===== src/hw/cache_pkg.sv =====
/*
  Shared geometry and bus types for the 2 KB two-way cache.
  Addresses are 16-bit byte addresses and bit 0 is ignored (word access only).
*/
package cache_pkg;

  //////////////////////////////////////////////////
  // Geometry
  //////////////////////////////////////////////////
  localparam int TAG_W       = 6;      // Address bits 15..10
  localparam int SET_W       = 6;      // Address bits 9..4
  localparam int OFS_W       = 3;      // Word within line, bits 3..1
  localparam int NUM_SETS    = 64;
  localparam int LINE_WORDS  = 8;
  localparam int MEM_LATENCY = 3;      // Backing memory read latency in cycles
  localparam int MEM_WORDS   = 32768;  // 64 KB of 16-bit words

  // Unwritten memory word n holds n ^ key
  localparam logic [15:0] MEM_INIT_KEY = 16'hA5A5;

  // Byte address seen as its cache fields
  typedef struct packed {
    logic [TAG_W-1:0] tag;
    logic [SET_W-1:0] idx;
    logic [OFS_W-1:0] word;
    logic             lsb;   // Byte select, unused
  } cache_addr_f_t;

  // Same 16 bits read either raw or by field
  typedef union packed {
    logic [15:0]   raw;
    cache_addr_f_t f;
  } cache_addr_u;

  typedef struct packed {
    cache_addr_u addr;
    logic        write;
    logic [15:0] wdata;
  } cpu_req_t;

  typedef struct packed {
    logic [15:0] rdata;
    logic        hit;    // Served without a refill
  } cpu_rsp_t;

  typedef struct packed {
    logic [TAG_W+SET_W+OFS_W-1:0] addr;  // Word address
    logic                         write;
    logic [15:0]                  data;
  } mem_req_t;

  typedef struct packed {
    logic [TAG_W-1:0] tag;
    logic             valid;
  } tag_entry_t;

endpackage


===== src/hw/cache_fill_ctrl.sv =====
/*
  Request FSM. One CPU request at a time, legal only while ready is high.
  A miss refills the LRU way with eight pipelined reads and then replays
  the request as a hit. Writes go through to memory. No dirty state.
*/
`timescale 1ns/10ps

module cache_fill_ctrl
  import cache_pkg::*;
(
  input  logic        clk,
  input  logic        rst,
  // CPU side
  input  logic        req_valid,     // One-cycle request strobe
  input  cpu_req_t    req,
  output logic        ready,
  output logic        rsp_valid,     // One-cycle response strobe
  output cpu_rsp_t    rsp,
  // Arrays
  input  logic        hit,
  input  logic        hit_way,
  input  logic        lru_way,
  input  logic [15:0] rd_data,
  output cache_addr_u arr_addr,
  output logic        write_word,
  output logic        write_tag,
  output logic        touch,
  output logic        way,
  output logic [15:0] wr_data,
  output tag_entry_t  tag_in,
  // Backing memory
  input  logic        mem_rd_valid,
  input  logic [15:0] mem_rd_data,
  output logic        mem_req_valid,
  output mem_req_t    mem_req
);

  typedef enum logic [1:0] {
    IDLE,       // Waiting for a request
    ISSUE,      // Streaming refill reads
    WAIT_FILL,  // Draining the remaining returns
    FINISH      // Lookup and serve
  } state_t;

  localparam logic [OFS_W-1:0] LAST_WORD = OFS_W'(LINE_WORDS - 1);

  state_t           state;
  cpu_req_t         req_q;      // Latched request
  logic             victim;     // Way being refilled
  logic             missed;     // Request needed a refill
  logic [OFS_W-1:0] issue_cnt;  // Refill reads sent
  logic [OFS_W-1:0] ret_cnt;    // Refill words received

  //////////////////////////////////////////////////
  // State and control registers
  //////////////////////////////////////////////////
  always_ff @(posedge clk) begin
    if (rst) begin
      state     <= IDLE;
      rsp_valid <= 1'b0;
      missed    <= 1'b0;
      victim    <= 1'b0;
      issue_cnt <= '0;
      ret_cnt   <= '0;
    end else begin
      rsp_valid <= 1'b0;
      case (state)
        IDLE: begin
          if (req_valid) begin
            state  <= FINISH;
            missed <= 1'b0;
          end
        end
        FINISH: begin
          if (hit) begin
            state     <= IDLE;
            rsp_valid <= 1'b1;         // Ready rises with it
          end else begin
            state     <= ISSUE;        // Miss, start refill
            missed    <= 1'b1;
            victim    <= lru_way;
            issue_cnt <= '0;
            ret_cnt   <= '0;
          end
        end
        ISSUE: begin
          issue_cnt <= issue_cnt + 1'b1;
          if (issue_cnt == LAST_WORD) state <= WAIT_FILL;
        end
        WAIT_FILL: begin
          if (mem_rd_valid && ret_cnt == LAST_WORD) state <= FINISH;  // Line complete
        end
        default: state <= IDLE;
      endcase
      if (mem_rd_valid) ret_cnt <= ret_cnt + 1'b1;  // Returns overlap ISSUE
    end
  end

  // Request and response payload
  always_ff @(posedge clk) begin
    if (ready && req_valid) req_q <= req;
    if (state == FINISH && hit) begin
      rsp.rdata <= req_q.write ? req_q.wdata : rd_data;  // Writes echo their data
      rsp.hit   <= ~missed;
    end
  end

  //////////////////////////////////////////////////
  // Array and memory commands
  //////////////////////////////////////////////////
  assign ready = (state == IDLE);

  always_comb begin
    arr_addr      = req_q.addr;
    way           = hit_way;
    wr_data       = req_q.wdata;
    tag_in.tag    = req_q.addr.f.tag;
    tag_in.valid  = 1'b1;
    write_word    = 1'b0;
    write_tag     = 1'b0;
    touch         = 1'b0;
    mem_req_valid = 1'b0;
    mem_req.addr  = {req_q.addr.f.tag, req_q.addr.f.idx, issue_cnt};  // Refill read
    mem_req.write = 1'b0;
    mem_req.data  = req_q.wdata;
    case (state)
      FINISH: begin
        if (hit) begin
          touch = 1'b1;
          if (req_q.write) begin
            write_word    = 1'b1;
            mem_req_valid = 1'b1;  // Write-through
            mem_req.write = 1'b1;
            mem_req.addr  = {req_q.addr.f.tag, req_q.addr.f.idx, req_q.addr.f.word};
          end
        end
      end
      ISSUE, WAIT_FILL: begin
        arr_addr.f.word = ret_cnt;        // Word being returned
        way             = victim;
        wr_data         = mem_rd_data;
        write_word      = mem_rd_valid;
        write_tag       = mem_rd_valid && (ret_cnt == LAST_WORD) && (state == WAIT_FILL);
        mem_req_valid   = (state == ISSUE);
      end
      default: ;
    endcase
  end

endmodule


===== config.mk =====
export PLATFORM = sky130hd
export DESIGN_NAME = cache_fill_ctrl
export DESIGN_NICKNAME = d
export VERILOG_FILES = /design/src/hw/cache_pkg.sv /design/src/hw/cache_fill_ctrl.sv
export SDC_FILE = /design/constraint.sdc
export NUM_CORES = 1
export LEC_CHECK = 0
export BUFFER_PORTS_ARGS = -buffer_cell sky130_fd_sc_hd__buf_2
export CAP_MARGIN = 20
export CORE_AREA = 2 2 82 84
export DETAILED_ROUTE_END_ITERATION = 10
export DIE_AREA = 0 0 84 86
export GPL_ROUTABILITY_DRIVEN = 0
export MAX_ROUTING_LAYER = met4
export PLACE_DENSITY = 0.81
export RECOVER_POWER = 25
export SYNTH_ARGS = -nofsm -noshare
export SYNTH_HDL_FRONTEND = slang
export SYNTH_SLANG_ARGS = --single-unit

===== constraint.sdc =====
create_clock -name clk -period 3.76 [get_ports clk]
set_clock_uncertainty 0.15 [all_clocks]
set_input_delay 0.376 -clock clk [delete_from_list [all_inputs] [get_ports clk]]
set_output_delay 0.376 -clock clk [all_outputs]
set_load 0.05 [all_outputs]

== Word-level counts from Yosys, hierarchy flattened ==
Cells that the tools add are included.

* Memories kept: 0
* Latch bits: 0
* Bits in registers: 61
* RAM bits: 0
* ROM bits: 0

* Multipliers: 0
* Div/mod/pow operators: 0
* Equality and inequality tests: 10
* Multiplexer cells: 26
* Order comparisons: 0
* Bitwise operators: 2
* Shift operators: 0
* Add/subtract/negate cells: 2
* Reduce and logical (&&, ||, !) cells: 14

{| class="wikitable"
|+ Operators with widths
! kind !! count
|-
| $mux W16 || 2
|-
| $mux W3 || 4
|-
| $mux W4 || 3
|-
| $mux W1 || 9
|-
| $ne A2 B2 Y1 const B || 4
|-
| $pmux W2 S4 || 1
|-
| $add A3 B1 Y3 const B || 2
|-
| $eq A3 B3 Y1 const B || 2
|-
| $mux W2 || 3
|-
| $pmux W1 S2 || 3
|-
| $pmux W3 S2 || 1
|-
| $reduce_and A2 Y1 || 3
|-
| $reduce_and A3 Y1 || 2
|-
| $reduce_bool A2 Y1 || 3
|-
| $eq A2 B2 Y1 const B || 2
|-
| $logic_and A1 B1 Y1 || 4
|-
| $eq A2 B1 Y1 const B || 1
|-
| $logic_not A2 Y1 || 1
|-
| $ne A2 B1 Y1 const B || 1
|-
| $not A1 Y1 || 2
|-
| $reduce_or A2 Y1 || 1
|}

== Depth between registers and ports, before layout ==
* Depth in word-level cells: 4
* Depth in mapped cells: 5
* Mapped depth without buffers: 5

== Worst setup path after synthesis ==
OpenSTA, ideal clock, no wires.

* Path type: reg2out
* From: reg state[1]
* To: out write_word
* Path buffers: 1
* Required time: 3.234 ns
* Arrival: 1.850 ns
* Path slack: 1.384 ns
* Stages on the path, launching flop included: 6
* Cell sequence: dfxtp_1 inv_1 ha_1 buf_2 nand2_1 a21oi_1

* Longest elaborated chain between the ends: 3
* Elaborated cells on any way between the ends: 5
* Those cells by class: eq/ne (3); mux (1); reduce/logical (1)

{| class="wikitable"
|+ RTL lines
! element !! RTL line !! RTL
|-
| start: declaration || cache_fill_ctrl.sv:47 || <nowiki>state_t state;</nowiki>
|-
| start signal: assignment || cache_fill_ctrl.sv:59 || <nowiki>state <= IDLE;</nowiki>
|-
| start signal: assignment || cache_fill_ctrl.sv:70 || <nowiki>state <= FINISH;</nowiki>
|-
| start signal: assignment || cache_fill_ctrl.sv:76 || <nowiki>state <= IDLE;</nowiki>
|-
| $eq A2 B2 Y1 / $eq A2 B1 Y1 (equally long branches) || cache_fill_ctrl.sv:126 || <nowiki>case (state)</nowiki>
|-
| $reduce_or A2 Y1 || cache_fill_ctrl.sv:126 ||
|-
| $pmux W1 S2 (*) || cache_fill_ctrl.sv:126 ||
|-
| end: declaration || cache_fill_ctrl.sv:25 || <nowiki>output logic write_word,</nowiki>
|}

Mark *: on every way between the ends. The rest lies on a longest branch, timed or not.

== Final worst setup path ==
* From: reg state[0]
* To: out wr_data[11]

* Longest elaborated chain between the ends: 3
* Elaborated cells on any way between the ends: 4
* Those cells by class: eq/ne (2); mux (1); reduce/logical (1)

{| class="wikitable"
|+ RTL lines
! element !! RTL line !! RTL
|-
| $eq A2 B2 Y1 / $eq A2 B1 Y1 (equally long branches) || cache_fill_ctrl.sv:126 ||
|-
| $reduce_or A2 Y1 (*) || cache_fill_ctrl.sv:126 ||
|-
| $mux W16 (*) || cache_fill_ctrl.sv:126 ||
|-
| end: declaration || cache_fill_ctrl.sv:29 || <nowiki>output logic [15:0] wr_data,</nowiki>
|}

Marks and branches as above.

==> out/qor.log <==
[yosys] number of distinct standard cells referenced by the synthesized netlist 23
[power] peak ir drop on the vdd network 0.863 mV
[finish] count of antenna diodes in the layout 0
[die] number of ports placed on the die boundary 167
[setup_path] largest driver fanout on the critical path 21
[job] max capacitance violation total 0
[die] starting density of the core 47.2%
[cts] clock transition at the registers of the reported paths 0.07 ns
[cts] post-cts gate resize count 0
[drt] via-per-instance ratio 4.80
[die] Cell Rows 29
[die] Core ar. 0.00628 mm²
[cts] Clock Root Buffer sky130_fd_sc_hd__clkbuf_8
[yosys] flip-flop and latch count after synthesis 61
[power] power per cell area 867 mW/mm²
[drt] drt first-iter violations 64
[power] cell leakage power 1.66 nW
[finish] share of final-layout standard cells stronger than drive strength 1 60.6%
[setup_path] arrival time reported for the critical path endpoint 2.44 ns
[yosys] library cell with the largest summed area after synthesis sky130_fd_sc_hd__edfxtp_1
[yosys] cell types with the largest area share after synthesis sky130_fd_sc_hd__edfxtp_1 (51%), sky130_fd_sc_hd__mux2_2 (15%), sky130_fd_sc_hd__buf_4 (12%), sky130_fd_sc_hd__dfxtp_1 (7.4%), sky130_fd_sc_hd__ha_1 (3.8%)
[power] switching part of the total 47.7%
[status] outcome completed
[die] Horiz. Die Dim 84 µm
[cts] clock latency at the later pin of the worst-skew pair 0.34 ns
[yosys] Synthesized Nets 295
[setup_path] worst reg2reg startpoint state[0]
[yosys] warnings from Yosys 0
[setup_path] data required time of the worst path 3.23 ns
[cts] total setup buffers inserted after CTS 0
[power] power consumption 3.21 mW
[finish] nets@finish 419
[setup_path] Crit Path Category reg -> out
[timing] final setup TNS 0 ns
[setup_path] start point of the critical path state[0]
[setup_path] Critical Path Start Type flop
[timing] slew at the pin closest to its max-slew limit 0.943 ns
[setup_path] endpoint class of the critical path primary output
[power] net load switching power 1.53 mW
[drt] average routed wire per standard cell 15.4 µm
[timing] final critical path time including I/O delays and setup 2.97 ns
[global_routing] number of antenna violations at the first check in global routing 0
[timing] final critical-path share of the clock period 78.9%
[power] internal power of the cells 1.68 mW
[cts] TritonCTS buffer count 9
[cts] CTS tree built
[power] fraction of power consumed by combinational cells 51.3%
[timing] Rel. slew slack 37.2%
[drt] number of nets with antenna violations after detailed routing 0
[yosys] area fraction of the dominant cell type after synthesis 50.7%
[power] part of the total power dissipated in sequential elements 29.5%
[finish] area grow syn2layout 24.8%
[timing] maximum achievable frequency 0.337 GHz
[drt] post-detailed-route DRC marker count 0
[cts] H-tree levels 3
[timing] final count of negative-setup-slack endpoints 0
[yosys] count of mapped cells out of synthesis 214
[global_routing] total overflow reported by the global router 0
[timing] Hold Fails Final Rpt 0
[drt] First-pass DRT Iterations 4
[cts] number of sinks on the clock net 61
[cts] Max clock buf depth 2
[yosys] cell area after synthesis 0.00296 mm²
[hold_path] Hold Crit Start req[14]
[global_routing] vias in the first global route 1893
[global_routing] Total GRT Usage 17.8%
[global_routing] first-pass GRT wire length 9.36 mm
[yosys] syn_area_per_cell 13.9 µm²
[timing] setup repair after global routing missed its margin no
[yosys] portion of the post-synthesis area used by sequential elements 58.1%
[drt] routed wire length 6.48 mm
[timing] hold_ws 0.0585 ns
[place] quantity of I/O buffers inserted on ports 165
[timing] max-slew violation total from the final report 0
[global_routing] pin count of the biggest net entering global routing 22
[cts] number of buffers inserted for hold repair after clock tree synthesis 0
[power] fraction of power consumed by the clock network 19.2%
[die] die area 0.00722 mm²
[place] half-perimeter wire length after detailed placement 4.87 mm
[drt] DR vias 2014
[hold_path] min-delay worst type in -> reg
[die] y dimension of the die 86 µm
==> final cells by class <==
type	count	area, µm²
repair buffers	167	823
clock inverters	6	77.6
fillers	520	2580
multi-input cells	92	827
flip-flops and latches	61	1720
inverters	7	26.3
well taps	77	96.3
clock buffers	10	128
==> worst paths after layout <==
path             endpoint  slack (ns)  cells after the start
max           wr_data[11]        0.79                      4
min           mem_req[14]        0.06                      1
max reg2reg   mem_req[11]        1.54                      5
min reg2reg  issue_cnt[1]        0.34                      2
==> placed cells by master (no fill, tap or decap), types with 2 or more instances in the layout <==
| master | synthesis | routed |
|---|---|---|
| sky130_fd_sc_hd__nand2b_1 | 3 | 3 |
| sky130_fd_sc_hd__clkinv_2 | 0 | 2 |
| sky130_fd_sc_hd__nand2_1 | 6 | 6 |
| sky130_fd_sc_hd__ha_1 | 9 | 9 |
| sky130_fd_sc_hd__dfxtp_1 | 11 | 11 |
| sky130_fd_sc_hd__nor2_1 | 5 | 5 |
| sky130_fd_sc_hd__nand3b_1 | 5 | 5 |
| sky130_fd_sc_hd__bufinv_16 | 0 | 2 |
| sky130_fd_sc_hd__clkinv_1 | 0 | 2 |
| sky130_fd_sc_hd__mux2_2 | 39 | 39 |
| sky130_fd_sc_hd__mux2i_1 | 3 | 3 |
| sky130_fd_sc_hd__buf_2 | 5 | 151 |
| sky130_fd_sc_hd__edfxtp_1 | 50 | 50 |
| sky130_fd_sc_hd__a21oi_1 | 8 | 8 |
| sky130_fd_sc_hd__clkbuf_8 | 0 | 9 |
| sky130_fd_sc_hd__nand3_1 | 6 | 6 |
| sky130_fd_sc_hd__clkbuf_1 | 1 | 15 |
| sky130_fd_sc_hd__buf_4 | 48 | 2 |
| sky130_fd_sc_hd__inv_1 | 7 | 7 |
==> synthesized netlist by cell type, drive strengths merged <==
cell type  count
buf           53
edfxtp        50
mux2          40
dfxtp         11
ha             9
a21oi          8
inv            7
nand2          7
nand3          6
nand3b         5
nor2           5
mux2i          3
nand2b         3
a221oi         1
clkbuf         1
conb           1
nor2b          1
nor3b          1
o21ai          1
or2b           1
==> power by group through the flow <==
stage / Combinational (mW) / Clock, mW / Sequential (mW)
final: 1.65 / 0.616 / 0.947
after global routing: 1.71 / 0.660 / 0.961
after CTS: 1.67 / 0.625 / 0.947
after detailed placement: 1.66 / 0 / 0.962
after global placement: 1.65 / 0 / 0.954
after floorplan: 1.42 / 0 / 0.979
==> worst max-delay path, cell delays in order, from the launching register on <==
cell and delay, ns:
sky130_fd_sc_hd__dfxtp_1 0.42, sky130_fd_sc_hd__inv_1 0.11, sky130_fd_sc_hd__ha_1 0.92, sky130_fd_sc_hd__mux2_2 0.43, sky130_fd_sc_hd__buf_2 0.21
==> layer usage <==
metal / vias up / wire length (µm) / GRT usage [%]
met2: 103 / 3340 / 30.2
met3: 9 / 555 / 6.35
met1: 946 / 2500 / 19.4
met4: 0 / 81 / 6.74
met5: - / 0 / -
li1: 956 / - / -
==> kinds of logic after synthesis <==
group,share of synthesized area (%)
fa+ha+maj,3.80
buf+inv,14.0
flops,58.1
simple gates,5.23
other cells,0.127
compound gates,2.41
mux,16.3
==> registers in the layout (all words and copies together), names as in the netlist <==
name and count:
mem_req 16, issue_cnt 3, rsp_valid 1, victim 1
state 2, missed 1, arr_addr 13, ret_cnt 3
rsp 17, req_q 4
==> through the flow <==
stage                     setup WS, ns  util [%]  cells  area (µm²)
after floorplan                   1.38         -    214        2960
after global placement            1.22      55.9    404        3510
after detailed placement          1.13      55.9    404        3510
after CTS                        0.755      59.2    420        3720
after global routing             0.608      58.9    420        3700
final                            0.794      58.9    420        3700
No activity file was read; power rests on OpenSTA's default activity.
